<file path="src/verilog/harness_pkg.sv">
// --------------------
// Peripheral harness shared definitions
// Bus widths, address map and register offsets
// --------------------

`default_nettype none

package harness_pkg;

  // --------------------
  // Bus types
  // --------------------

  // Byte address on the register bus and the memory bus
  typedef logic [31:0] addr_t;

  typedef logic [31:0] data_t;

  // One enable per byte lane of data_t
  typedef logic [3:0] be_t;

  // --------------------
  // Address map
  // --------------------

  // Register-bus targets behind the demultiplexer
  typedef enum logic [0:0] {
    PERIPH_POWER    = 1'b0,
    PERIPH_GPIO_CNT = 1'b1
  } periph_idx_e;

  localparam int NUM_PERIPHS = 2;

  localparam addr_t POWER_BASE    = 32'h0000_0000;
  localparam addr_t GPIO_CNT_BASE = 32'h0000_0100;

  // Every peripheral owns one window of this size
  localparam addr_t WINDOW_SIZE = 32'h0000_0100;

  // --------------------
  // Register offsets
  // --------------------

  // Writable control register, same offset in every peripheral
  localparam logic [7:0] REG_CTRL_OFFSET = 8'h00;

  // Read-only status register
  localparam logic [7:0] REG_STATUS_OFFSET = 8'h04;

endpackage

`default_nettype wire

</file>
<file path="src/verilog/reg_bus_if.sv">
// --------------------
// Register bus with same-cycle ready
// --------------------

`timescale 1ns/1ns
`default_nettype none

interface reg_bus_if;

  logic               valid;
  logic               write;
  harness_pkg::addr_t addr;
  harness_pkg::data_t wdata;
  harness_pkg::data_t rdata;
  logic               error;
  logic               ready;

  // Side that starts an access
  modport host (
    output valid, write, addr, wdata,
    input  rdata, error, ready
  );

  // Side that answers an access in the same cycle
  modport device (
    input  valid, write, addr, wdata,
    output rdata, error, ready
  );

endinterface

`default_nettype wire

</file>
<file path="src/verilog/periph_decode.sv">
// --------------------
// Register-bus demultiplexer
// Routes each access to the peripheral whose window holds the address
// --------------------

`timescale 1ns/1ns
`default_nettype none

module periph_decode (
  input  logic          clk_i,
  input  logic          arst_n_i,
  reg_bus_if.device     in_bus,
  reg_bus_if.host       power_bus,
  reg_bus_if.host       gpio_bus
);

  logic [harness_pkg::NUM_PERIPHS-1:0] sel;

  // Wrapping difference also covers a window based at zero
  function automatic logic in_window(input harness_pkg::addr_t addr,
                                     input harness_pkg::addr_t base);
    return (addr - base) < harness_pkg::WINDOW_SIZE;
  endfunction

  always_comb begin
    sel = '0;
    sel[harness_pkg::PERIPH_POWER]    = in_window(in_bus.addr, harness_pkg::POWER_BASE);
    sel[harness_pkg::PERIPH_GPIO_CNT] = in_window(in_bus.addr, harness_pkg::GPIO_CNT_BASE);
  end

  // --------------------
  // Request side
  // --------------------

  assign power_bus.valid = in_bus.valid & sel[harness_pkg::PERIPH_POWER];
  assign power_bus.write = in_bus.write;
  assign power_bus.addr  = in_bus.addr;
  assign power_bus.wdata = in_bus.wdata;

  assign gpio_bus.valid = in_bus.valid & sel[harness_pkg::PERIPH_GPIO_CNT];
  assign gpio_bus.write = in_bus.write;
  assign gpio_bus.addr  = in_bus.addr;
  assign gpio_bus.wdata = in_bus.wdata;

  // --------------------
  // Response side
  // --------------------

  always_comb begin
    in_bus.rdata = '0;
    in_bus.error = 1'b0;
    in_bus.ready = in_bus.valid;
    if (sel[harness_pkg::PERIPH_POWER]) begin
      in_bus.rdata = power_bus.rdata;
      in_bus.error = power_bus.error;
      in_bus.ready = power_bus.ready;
    end else if (sel[harness_pkg::PERIPH_GPIO_CNT]) begin
      in_bus.rdata = gpio_bus.rdata;
      in_bus.error = gpio_bus.error;
      in_bus.ready = gpio_bus.ready;
    end else begin
      // Unmapped, answered here
      in_bus.error = in_bus.valid;
    end
  end

  a_one_target : assert property (
    @(posedge clk_i) disable iff (!arst_n_i)
    $onehot0({power_bus.valid, gpio_bus.valid})
  ) else $error("periph_decode: more than one peripheral selected");

endmodule

`default_nettype wire

</file>
<file path="src/flat_wrapper.sv">
// flat-port wrapper written by rule: the top's interface ports become plain ports
module periph_decode_flat 
  (clk_i, arst_n_i, in_bus_valid, in_bus_write, in_bus_addr, in_bus_wdata, in_bus_rdata, in_bus_error, in_bus_ready, power_bus_valid, power_bus_write, power_bus_addr, power_bus_wdata, power_bus_rdata, power_bus_error, power_bus_ready, gpio_bus_valid, gpio_bus_write, gpio_bus_addr, gpio_bus_wdata, gpio_bus_rdata, gpio_bus_error, gpio_bus_ready);
  reg_bus_if in_bus_i ();
  reg_bus_if power_bus_i ();
  reg_bus_if gpio_bus_i ();
  input  logic clk_i;
  input  logic arst_n_i;
  input wire logic [$bits(in_bus_i.valid)-1:0] in_bus_valid;
  input wire logic [$bits(in_bus_i.write)-1:0] in_bus_write;
  input wire logic [$bits(in_bus_i.addr)-1:0] in_bus_addr;
  input wire logic [$bits(in_bus_i.wdata)-1:0] in_bus_wdata;
  output wire logic [$bits(in_bus_i.rdata)-1:0] in_bus_rdata;
  output wire logic [$bits(in_bus_i.error)-1:0] in_bus_error;
  output wire logic [$bits(in_bus_i.ready)-1:0] in_bus_ready;
  output wire logic [$bits(power_bus_i.valid)-1:0] power_bus_valid;
  output wire logic [$bits(power_bus_i.write)-1:0] power_bus_write;
  output wire logic [$bits(power_bus_i.addr)-1:0] power_bus_addr;
  output wire logic [$bits(power_bus_i.wdata)-1:0] power_bus_wdata;
  input wire logic [$bits(power_bus_i.rdata)-1:0] power_bus_rdata;
  input wire logic [$bits(power_bus_i.error)-1:0] power_bus_error;
  input wire logic [$bits(power_bus_i.ready)-1:0] power_bus_ready;
  output wire logic [$bits(gpio_bus_i.valid)-1:0] gpio_bus_valid;
  output wire logic [$bits(gpio_bus_i.write)-1:0] gpio_bus_write;
  output wire logic [$bits(gpio_bus_i.addr)-1:0] gpio_bus_addr;
  output wire logic [$bits(gpio_bus_i.wdata)-1:0] gpio_bus_wdata;
  input wire logic [$bits(gpio_bus_i.rdata)-1:0] gpio_bus_rdata;
  input wire logic [$bits(gpio_bus_i.error)-1:0] gpio_bus_error;
  input wire logic [$bits(gpio_bus_i.ready)-1:0] gpio_bus_ready;
  assign in_bus_i.valid = in_bus_valid;
  assign in_bus_i.write = in_bus_write;
  assign in_bus_i.addr = in_bus_addr;
  assign in_bus_i.wdata = in_bus_wdata;
  assign in_bus_rdata = in_bus_i.rdata;
  assign in_bus_error = in_bus_i.error;
  assign in_bus_ready = in_bus_i.ready;
  assign power_bus_valid = power_bus_i.valid;
  assign power_bus_write = power_bus_i.write;
  assign power_bus_addr = power_bus_i.addr;
  assign power_bus_wdata = power_bus_i.wdata;
  assign power_bus_i.rdata = power_bus_rdata;
  assign power_bus_i.error = power_bus_error;
  assign power_bus_i.ready = power_bus_ready;
  assign gpio_bus_valid = gpio_bus_i.valid;
  assign gpio_bus_write = gpio_bus_i.write;
  assign gpio_bus_addr = gpio_bus_i.addr;
  assign gpio_bus_wdata = gpio_bus_i.wdata;
  assign gpio_bus_i.rdata = gpio_bus_rdata;
  assign gpio_bus_i.error = gpio_bus_error;
  assign gpio_bus_i.ready = gpio_bus_ready;
  periph_decode u_core (.clk_i(clk_i), .arst_n_i(arst_n_i), .in_bus(in_bus_i), .power_bus(power_bus_i), .gpio_bus(gpio_bus_i));
endmodule
</file>
<file path="config.mk">
export PLATFORM = sky130hd
export DESIGN_NAME = periph_decode_flat
export DESIGN_NICKNAME = d
export VERILOG_FILES = /design/src/verilog/harness_pkg.sv /design/src/verilog/reg_bus_if.sv /design/src/verilog/periph_decode.sv /design/src/flat_wrapper.sv
export SDC_FILE = /design/constraint.sdc
export NUM_CORES = 1
export LEC_CHECK = 0
export BUFFER_PORTS_ARGS = -buffer_cell sky130_fd_sc_hd__buf_2
export CORE_AREA = 2 2 117 119
export DETAILED_ROUTE_END_ITERATION = 16
export DIE_AREA = 0 0 119 121
export GPL_TIMING_DRIVEN = 0
export PLACE_DENSITY = 0.45
export SYNTH_ARGS = -nofsm -noshare
export SYNTH_HDL_FRONTEND = slang
export SYNTH_SLANG_ARGS = --single-unit
</file>
<file path="constraint.sdc">
create_clock -name vclk -period 2.9
set_clock_uncertainty 0.15 [all_clocks]
set_input_delay 0.58 -clock vclk [all_inputs]
set_output_delay 0.58 -clock vclk [all_outputs]
set_load 0.03 [all_outputs]
</file>
; Yosys cells after proc, flatten, opt, wreduce, memory -nomap -nowiden
; Cells that the tools add are included.
[classes]
n_mux = 6
n_addsub = 1
n_bitwise = 2
n_lt_le_gt_ge = 2
[op_table]
columns = op, count
row1 = less-than comparator 32 x 9 -> 1 bit (second input constant), 2
row2 = 2-to-1 mux 32 bit, 2
row3 = subtractor 32 x 9 -> 32 bit (second input constant), 1
row4 = 2-to-1 mux 1 bit, 4
row5 = AND 1 bit, 2
[totals]
register_bits = 0
in_bits = 136
output_inout_bits = 166
wordCells = 11

; Longest topological paths before layout
; Gate-level depths: netlist of run 1.
[depth]
depth_word = 4
depth_mapped = 6

; Worst setup path before layout of run 1
; OpenSTA, ideal clock, no wires.
[synth_timing]
kind = input -> output
from = input port in_bus_addr[24]
to = output port in_bus_error
t_required_ns = 2.170
cell_stages = 5
path_slack_ns = 0.150
n_path_buf = 0
arrival_ns = 2.020
cell_sequence = nor4_2 > nand3_1 > nor4_1 > mux2_1 > mux2_2
[synth_between]
elab_chain_len = 4
word_cells_on_any_way = 5
cone_classes = add/sub: 1 / order compare: 2 / mux: 2
[synth_rtl]
columns = element, line
row1 = from (decl), flat_wrapper.sv:11  ; input wire logic [$bits(in_bus_i.addr)-1:0] in_bus_addr;
row2 = subtractor 32 x 9 -> 32 bit, periph_decode.sv:22  ; return (addr - base) < harness_pkg::WINDOW_SIZE;
row3 = less-than comparator 32 x 9 -> 1 bit, periph_decode.sv:22
row4 = 2-to-1 mux 1 bit, periph_decode.sv:57  ; end else if (sel[harness_pkg::PERIPH_GPIO_CNT]) begin
row5 = 2-to-1 mux 1 bit *, periph_decode.sv:53  ; if (sel[harness_pkg::PERIPH_POWER]) begin
row6 = to (decl), flat_wrapper.sv:14  ; output wire logic [$bits(in_bus_i.error)-1:0] in_bus_error;
; Every way passes the cells marked *; elsewhere a longest branch is shown, timed or not.

; Final worst setup path of run 1
[layout_timing]
from = input port in_bus_addr[25]
to = output port in_bus_ready
[layout_between]
elab_chain_len = 4
word_cells_on_any_way = 5
cone_classes = add/sub: 1 / order compare: 2 / mux: 2
[layout_rtl]
columns = element, line
row1 = subtractor 32 x 9 -> 32 bit, periph_decode.sv:22
row2 = less-than comparator 32 x 9 -> 1 bit, periph_decode.sv:22
row3 = 2-to-1 mux 1 bit, periph_decode.sv:57
row4 = 2-to-1 mux 1 bit *, periph_decode.sv:53
row5 = to (decl), flat_wrapper.sv:15  ; output wire logic [$bits(in_bus_i.ready)-1:0] in_bus_ready;
; Marked as above.

==> results of run 1 <==
-- power groups by stage --
stage          combinational, uW  clock (uW)  sequential [uW]
2_1_floorplan                345           0                0
3_3_place_gp                 506           0                0
3_5_place_dp                 506           0                0
4_1_cts                      526           0                0
5_1_grt                      553           0                0
6_report                     526           0                0
-- metal layers --
metal	up-vias	routed length (um)	track usage
li1	1064	-	-
met1	973	2310	0.0830
met2	178	3890	0.180
met3	0	732	0.0150
met4	0	0	0
met5	-	0	0
-- per-stage QoR --
stage / hold slack [ps] / cell area (um^2) / TNS (ps) / total power (uW) / std cells
after CTS: 1260 / 3400 / -1590 / 526 / 637
after global placement: 1260 / 2990 / -14990 / 506 / 626
after detailed placement: 1260 / 2990 / -16860 / 506 / 626
after floorplan: 1140 / 1470 / 0 / 345 / 191
after global routing: 1260 / 3440 / -1120 / 553 / 637
final: 1260 / 3440 / -141 / 526 / 637
-- how the worst max path moves through the flow --
| stage | slack [ps] | to | cells past startpoint | startpoint |
|---|---|---|---|---|
| after floorplan | 150 | in_bus_error | 5 | in_bus_addr[24] |
| final | -70 | in_bus_ready | 8 | in_bus_addr[25] |
| after global placement | -480 | in_bus_ready | 7 | in_bus_addr[28] |
| after global routing | -150 | in_bus_ready | 8 | in_bus_addr[12] |
| after detailed placement | -540 | in_bus_rdata[18] | 8 | in_bus_addr[28] |
| after CTS | -120 | in_bus_ready | 8 | in_bus_addr[9] |
-- cells by family (layout without fill, tap and decap cells) --
group,Yosys count,after routing,share of synthesized area
buffers and inverters,137,407,0.699
AOI/OAI and AO/OA,32,32,0.190
and+or+nand+nor,18,18,0.0799
muxes,4,4,0.0306
-- cell type report --
class	instances	share of cell area
buffer	134	0.295
inverter	1	0.00109
multi-input combinational	54	0.157
tap	176	0.0641
timing repair buffer	272	0.483
-- what timing repair did --
item                                    in CTS  in global routing
resized for setup                           91                  6
endpoints found under the setup margin      36                 36
pin swaps                                   18                  6
cloned                                       1                  0
setup buffers                               11                  1
-- placed cells by master, fill, tap and decap left out --
| cell type | n |
|---|---|
| or2_4 | 1 |
| buf_2 | 218 |
| nand3_2 | 1 |
| nand2_1 | 1 |
| nor2_1 | 2 |
| nor3_1 | 1 |
| nand3_1 | 1 |
| buf_4 | 148 |
| buf_12 | 1 |
| nor2_4 | 1 |
| buf_6 | 36 |
| nor4_1 | 1 |
| mux2_4 | 4 |
| inv_1 | 1 |
| nor3_4 | 1 |
| buf_8 | 3 |
| a22o_1 | 32 |
| nand2_2 | 1 |
| and2_1 | 2 |
| nor4_4 | 5 |
==> qor.yml, run 1 <==
status: "finished, violations left"
violations: "negative setup slack"
min_path_cells: 2
hold_violations: 0
postSynthCellCount: 191
critPathCaptureType: "output port"
synth_most_common_cell: "buf_4"
seq_cell_count: 0
rsz0062_at_grt: "true"
drive_gt1_frac: 0.911
crit_arrival_ps: 2240
netlist_area_mm2: 0.00147
area_growth_syn_to_layout_pct: 134
power_frac_clock: 0
postCtsHoldBufs: 0
route.detailed.drc: 0
peakVddDrop_v: 0.0000912
die_y_um: 121
fin_crit_ps: 2970
tightest_slew_ps: 282
wire_per_inst_um: 10.9
die_w_um: 119
netlist_top_cells_count: "130 x buf_4, 32 x a22o_1, 5 x nor4_1"
max_slew_margin: 0.811
cp_max_fo: 2
yosysSeqAreaShare: 0
worstHoldStart: "in_bus_addr[0]"
p_leak_uw: 0.00201
internal_power_uw: 234
crit_buf_inv: 3
multi_input_area_um2: 539
p_comb_frac: 1.000
power_density_mw_per_mm2: 153
antenna_found_initial: 0
ios: 302
path_class: "input pin to output port"
grtUsageTotal: 0.0820
synth_top_area_share: 0.663
switching_share: 0.555
pre_cts_slack_ps: -540
critPathRequiredTime_ps: 2170
grt_pass1_vias: 2106
io_buffers: 259
min_path_type: "input pin to output port"
routed_wl_um: 6940
fin_crit_sh: 1.03
netSwitchingPower_uw: 292
min_to: "gpio_bus_addr[0]"
die-area_mm2: 0.0144
rows: 42
power_frac_seq: 0
yosys-top-cells-area: "buf_4 66%, a22o_1 19%, buf_6 2.3%"
dr.pass1.iters: 4
via_per_inst: 3.48
n_fill_cell: 1414
maxSlewViolCount: 0
initial_core_util: 0.112
setup_violations: 2
ant_nets: 0
crit_path_start_kind: "input pin"
vias: 2215
seq_area_um2: 0
drt-initial-drc-count: 16
dp_hpwl_um: 6070
grt_start_max_net_pins: 11
fin_nets: 599
post-route-util: 0.263
grt_pass1_wl_um: 9830
yosysTopAreaCell: "buf_4"
grt-ovfl-total: 0
core_mm2: 0.0131
cp_slowest_cell: "mux2_4"
yosys_warnings: 0
place.gp.congestion: 0.700
cp_top_family: "simple AND/OR/NAND/NOR gates"
crit_chain: "buf_8 -> nor4_4 -> nand2_2 -> buf_6 -> nor4_4 -> mux2_4 -> mux2_4 -> buf_6"
crit_path_max_incr_delay_ps: 330
worst_slack_ps: -73.2
cap_violations: 0
ys_types: 17
synth_nets: 327
clock_buffers: 0
diodes: 0
max_freq_mhz: 336
synth.avg_cell_area_um2: 7.70
Note: power is estimated with default switching activity, not from simulation.
==> run 2: changes to the inputs <==
--- a/config.mk
+++ b/config.mk
@@ -6,11 +6,12 @@
 export NUM_CORES = 1
 export LEC_CHECK = 0
 export BUFFER_PORTS_ARGS = -buffer_cell sky130_fd_sc_hd__buf_2
-export CORE_AREA = 2 2 117 119
+export CORE_AREA = 2 2 118 120
 export DETAILED_ROUTE_END_ITERATION = 16
-export DIE_AREA = 0 0 119 121
+export DIE_AREA = 0 0 120 122
 export GPL_TIMING_DRIVEN = 0
-export PLACE_DENSITY = 0.45
+export MAX_ROUTING_LAYER = met4
+export PLACE_DENSITY = 0.46
 export SYNTH_ARGS = -nofsm -noshare
 export SYNTH_HDL_FRONTEND = slang
 export SYNTH_SLANG_ARGS = --single-unit
==> constraint.sdc (replaced) <==
create_clock -name vclk -period 2.56
set_clock_uncertainty 0.15 [all_clocks]
set_input_delay 0.512 -clock vclk [all_inputs]
set_output_delay 0.512 -clock vclk [all_outputs]
set_load 0.03 [all_outputs]
==> run 2 against run 1 <==
  * The run still ends with negative setup slack left
  * Combinational power rose by 15%
  * Core utilization rose by 1.9 points
  * Non-clock buffer count did not move
  * First-iteration DRC count grew 75%
  * Wire length is essentially flat
  * Die area is 1.7% higher
  * Sequential cell count stayed put
  * Total power up 15%
==> qor.yml, run 2 (synthesis results as in run 1) <==
rsz0062_at_grt: "true"  # unchanged
fin_nets: 599  # unchanged
rows: 43  # was 42
cp_max_fo: 2  # unchanged
vias: 2167  # was 2,215
tightest_slew_ps: 305  # was 282 ps
min_path_type: "input pin to output port"  # unchanged
use_met2: 0.164  # was 0.180
hold_violations: 0  # unchanged
placed_cell_area_mm2: 0.00304  # was 0.00299 mm^2
antenna_found_initial: 0  # unchanged
power_density_mw_per_mm2: 159  # was 153 mW/mm^2
io_buffers: 259  # unchanged
die_y_um: 122  # was 121 um
drive_gt1_frac: 0.980  # was 0.911
status: "finished, violations left"  # unchanged
diodes: 0  # unchanged
path_class: "input pin to output port"  # unchanged
grtUsageTotal: 0.0767  # was 0.0820
seq_area_um2: 0  # unchanged
wire_per_inst_um: 10.8  # was 10.9 um
grt_util_met1: 0.0805  # was 0.0830
post-route-util: 0.282  # was 0.263
max_freq_mhz: 362
setup_violations: 36  # was 2
worstHoldStart: "in_bus_addr[0]"  # unchanged
met3_usage: 0.00468  # was 0.0150
dp_hpwl_um: 5640  # was 6070 um
initial_core_util: 0.109  # was 0.112
die-area_mm2: 0.0146  # was 0.0144 mm^2
max_slew_margin: 0.795  # was 0.811
design_area_mm2: 0.00380  # was 0.00344 mm^2
drt-initial-drc-count: 28  # was 16
ios: 302  # unchanged
grt_pass1_vias: 1927  # was 2,106
layout_common_cells: "217 x buf_2, 135 x buf_4, 44 x buf_6, 28 x a22o_4, 6 x buf_8"  # was 218 x buf_2, 148 x buf_4, 36 x buf_6, 32 x a22o_1, 5 x nor4_4
area_growth_syn_to_layout_pct: 159  # was 134%
die_w_um: 120  # was 119 um
ant_nets: 0  # unchanged
maxSlewViolCount: 0  # unchanged
routed_wl_um: 6940  # about the same
mostFrequentLayoutCell: "buf_2"  # unchanged
fin_crit_ps: 2760
crit_arrival_ps: 2100  # was 2240 ps
via_per_inst: 3.38  # was 3.48
worst_slack_ps: -204  # was -73.2 ps
seq_cell_count: 0  # unchanged
p_leak_uw: 0.00222  # was 0.00201 uW
route.detailed.drc: 0  # unchanged
cp-startpoint: "in_bus_addr[25]"  # unchanged
dr.pass1.iters: 4  # unchanged
violations: "negative setup slack"  # unchanged
critPathCaptureType: "output port"  # unchanged
grt_busiest_layer: "met2"  # unchanged
pre_cts_slack_ps: -682  # was -540 ps
place.gp.congestion: 0.752  # was 0.700
grt-ovfl-total: 0  # unchanged
tns_ps: -4830  # was -141 ps
core_mm2: 0.0135  # was 0.0131 mm^2
crit_path_start_kind: "input pin"  # unchanged
clock_buffers: 0  # unchanged
critPathRequiredTime_ps: 1900  # was 2170 ps
cap_violations: 0  # unchanged
grt_pass1_wl_um: 9000  # was 9830 um
grt_start_max_net_pins: 11  # unchanged
fin_crit_sh: 1.08
peakVddDrop_v: 0.0000637  # was 0.0000912 V
## run 2: changes by cell type in the layout (fill, tap and decap cells not counted), sizes merged
| cell | change |
|---|---|
| buf | -2 |
| clkbuf | +2 |
## run 2: cell type report
cell class	count	area, um^2
Fill cell	1410	9700
Timing Repair Buffer	270	1730
Buffer	136	1050
Multi-Input combinational cell	54	793
Tap cell	180	225
Inverter	1	3.75
## run 2: worst paths after layout
| check | to | depth (start not counted) | slack [ps] |
|---|---|---|---|
| worst max-delay path | in_bus_ready | 7 | -200 |
| worst min-delay path | gpio_bus_addr[0] | 2 | 1120 |
## run 2: power by group
group | internal (uW) | total, uW | switching [uW]
Clock | 0 | 0 | 0
Combinational | 267 | 606 | 339
Sequential | 0 | 0 | 0
## run 2: layer usage
layer  vias to the layer above  routed length [um]  part of all wire
li1                       1065                   -                 -
met1                       961                2290              0.33
met2                       141                4090              0.59
met3                         0                 555             0.080
met4                         0                   0                 0
met5                         -                   0                 0
## run 2: metrics by stage
stage          total power (uW)  cells  hold slack [ps]
2_1_floorplan               391    191             1010
3_3_place_gp                568    630             1130
3_5_place_dp                570    630             1120
4_1_cts                     601    639             1120
5_1_grt                     639    641             1130
6_report                    606    641             1120
## run 2: worst max-delay path: stages
cell and delay (ps):
buf_8 100, nor4_4 280, nand2_2 110, nor4_4 350, mux2_4 330, mux2_4 270, buf_6 140
## run 2: timing repair
action / CTS / global route
hold buffers: 0 / 0
pin swaps: 18 / 12
gates cloned: 2 / 2
gates resized for setup: 113 / 33
setup endpoints to repair: 36 / 36
buffers inserted: 7 / 0
==> run 3: changes to the inputs <==
--- a/config.mk
+++ b/config.mk
@@ -5,13 +5,13 @@
 export SDC_FILE = /design/constraint.sdc
 export NUM_CORES = 1
 export LEC_CHECK = 0
-export BUFFER_PORTS_ARGS = -buffer_cell sky130_fd_sc_hd__buf_2
-export CORE_AREA = 2 2 118 120
+export CORE_AREA = 2 2 117 119
 export DETAILED_ROUTE_END_ITERATION = 16
-export DIE_AREA = 0 0 120 122
+export DIE_AREA = 0 0 119 121
+export DONT_BUFFER_PORTS = 1
 export GPL_TIMING_DRIVEN = 0
 export MAX_ROUTING_LAYER = met4
-export PLACE_DENSITY = 0.46
+export PLACE_DENSITY = 0.3
 export SYNTH_ARGS = -nofsm -noshare
 export SYNTH_HDL_FRONTEND = slang
 export SYNTH_SLANG_ARGS = --single-unit
==> run 3 against run 2 <==
  * The flow still finishes with violations (negative setup slack)
  * Worst hold slack got worse by 120 ps
  * Fmax grew 5.3%
  * Die area decreased by 1.6%
  * Largest power group unchanged
  * Cell count is 42% lower
  * Critical endpoint is now in_bus_error
  * Total power is 33% lower
  * Global-route usage down 1.6 points
  * Core utilization shrank 12 points
  * Worst setup slack better by 140 ps
  * Highest routed layer is now met4
==> qor.yml, run 3 (synthesis results as in run 1) <==
ios: 302  # unchanged
crit_path_max_incr_delay_ps: 370  # was 350 ps
p_total_uw: 405  # was 606 uW
clock_buffers: 0  # unchanged
peakVddDrop_v: 0.0000838  # was 0.0000637 V
route.detailed.drc: 0  # unchanged
dp.cells: 367  # was 630
area_growth_syn_to_layout_pct: 45.4  # was 159%
wire_per_inst_um: 14.8  # was 10.8 um
fin_crit_ps: 2620  # was 2760 ps
seq_area_um2: 0  # unchanged
grt_start_max_net_pins: 11  # unchanged
violations: "negative setup slack"  # unchanged
via_per_inst: 3.44  # was 3.38
core_mm2: 0.0131  # was 0.0135 mm^2
critPathCaptureType: "output port"  # unchanged
die-area_mm2: 0.0144  # was 0.0146 mm^2
layout_common_cells: "131 x buf_4, 29 x a22o_4, 4 x nor4_4, 4 x buf_12, 3 x a22o_2"  # was 217 x buf_2, 135 x buf_4, 44 x buf_6, 28 x a22o_4, 6 x buf_8
grt_pass1_vias: 1163  # was 1,927
routed_wl_um: 5490  # was 6940 um
hold_violations: 0  # unchanged
cap_violations: 0  # unchanged
wl_met2_um: 3230  # was 4090 um
mostFrequentLayoutCell: "buf_4"  # was buf_2
cp_max_fo: 9  # was 2
crit_chain: "nor4_4 -> nand2_2 -> or2_4 -> nor3_4 -> buf_12 -> mux2_4"  # was buf_8 -> nor4_4 -> nand2_2 -> nor4_4 -> mux2_4 -> mux2_4 -> buf_6
drt-initial-drc-count: 15  # was 28
grt_pass1_wl_um: 6650  # was 9000 um
routed-wl-met3_um: 690  # was 555 um
critPathRequiredTime_ps: 1900  # about the same
rsz0062_at_grt: "true"  # unchanged
initial_core_util: 0.112  # was 0.109
crit_buf_inv: 1  # was 2
setup_violations: 30  # was 36
crit_arrival_ps: 1960  # was 2100 ps
grtUsageTotal: 0.0610  # was 0.0767
dr.pass1.iters: 3  # was 4
status: "finished, violations left"  # unchanged
place.gp.congestion: 0.699  # was 0.752
fin_crit_sh: 1.02  # was 1.08
seq_cell_count: 0  # unchanged
min_path_type: "input pin to output port"  # unchanged
maxSlewViolCount: 0  # unchanged
path_class: "input pin to output port"  # unchanged
max_freq_mhz: 381  # was 362 MHz
tightest_slew_ps: 271  # was 305 ps
highest_layer: "met4"  # was met3
n_fill_cell: 1447  # was 1,410
p_leak_uw: 0.00106  # was 0.00222 uW
power_density_mw_per_mm2: 189  # was 159 mW/mm^2
fin_nets: 333  # was 599
crit_path_start_kind: "input pin"  # unchanged
rows: 42  # was 43
grt-ovfl-total: 0  # unchanged
die_y_um: 121  # was 122 um
worst_slack_ps: -63.9  # was -204 ps
drive_gt1_frac: 0.959  # was 0.980
max_slew_margin: 0.818  # was 0.795
die_w_um: 119  # was 120 um
vias: 1275  # was 2,167
diodes: 0  # unchanged
antenna_found_initial: 0  # unchanged
dp_hpwl_um: 4660  # was 5640 um
io_buffers: 0  # was 259
stdcell_count: 371  # was 641
met1_length_um: 1530  # was 2290 um
multi_input_area_um2: 788  # was 793 um^2
ant_nets: 0  # unchanged
cp_top_family: "simple AND/OR/NAND/NOR gates"  # unchanged
cp_slowest_cell: "mux2_4"  # was nor4_4
==> run 3: routing by layer <==
| metal | track usage | up-vias |
|---|---|---|
| li1 | - | 530 |
| met1 | 0.0563 | 577 |
| met2 | 0.130 | 166 |
| met3 | 0.0141 | 2 |
| met4 | 0.00446 | 0 |
| met5 | - | - |
==> run 3: area by class of cell <==
class	instances	share of cell area
buffer	136	0.493
multi-input combinational	54	0.368
tap	176	0.103
timing repair buffer	4	0.0339
inverter	1	0.00175
==> run 3: path summary, 6_finish.rpt <==
| kind | depth (start not counted) | slack [ps] | startpoint | to |
|---|---|---|---|---|
| max | 6 | -60 | in_bus_addr[13] | in_bus_error |
| min | 1 | 1010 | in_bus_wdata[21] | power_bus_wdata[21] |
==> run 3: per-stage QoR <==
| step | utilization | setup WS [ps] | hold WS [ps] | instance area, um^2 | TNS [ps] |
|---|---|---|---|---|---|
| 2_1_floorplan | - | -18.0 | 1010 | 1520 | -36.1 |
| 3_3_place_gp | 0.133 | -697 | 1010 | 1740 | -24040 |
| 3_5_place_dp | 0.133 | -638 | 1010 | 1740 | -21920 |
| 4_1_cts | 0.160 | -111 | 1010 | 2090 | -2840 |
| 5_1_grt | 0.164 | -148 | 1010 | 2140 | -4040 |
| 6_report | 0.164 | -63.9 | 1010 | 2140 | -1110 |
==> run 3: where the power goes <==
group          leakage (uW)  switching [uW]  total (uW)  internal, uW
Combinational       0.00106             264         405           141
Sequential                0               0           0             0
Clock                     0               0           0             0
Total               0.00106             264         405           141
==> run 3: what timing repair did <==
| item | in CTS | in global routing |
|---|---|---|
| hold endpoints to repair | 0 | 0 |
| endpoints found under the setup margin | 36 | 36 |
| hold buffers | 0 | 0 |
| pin swaps | 36 | 5 |
| gates cloned | 0 | 1 |
| setup buffers | 2 | 1 |
| resized for setup | 52 | 4 |
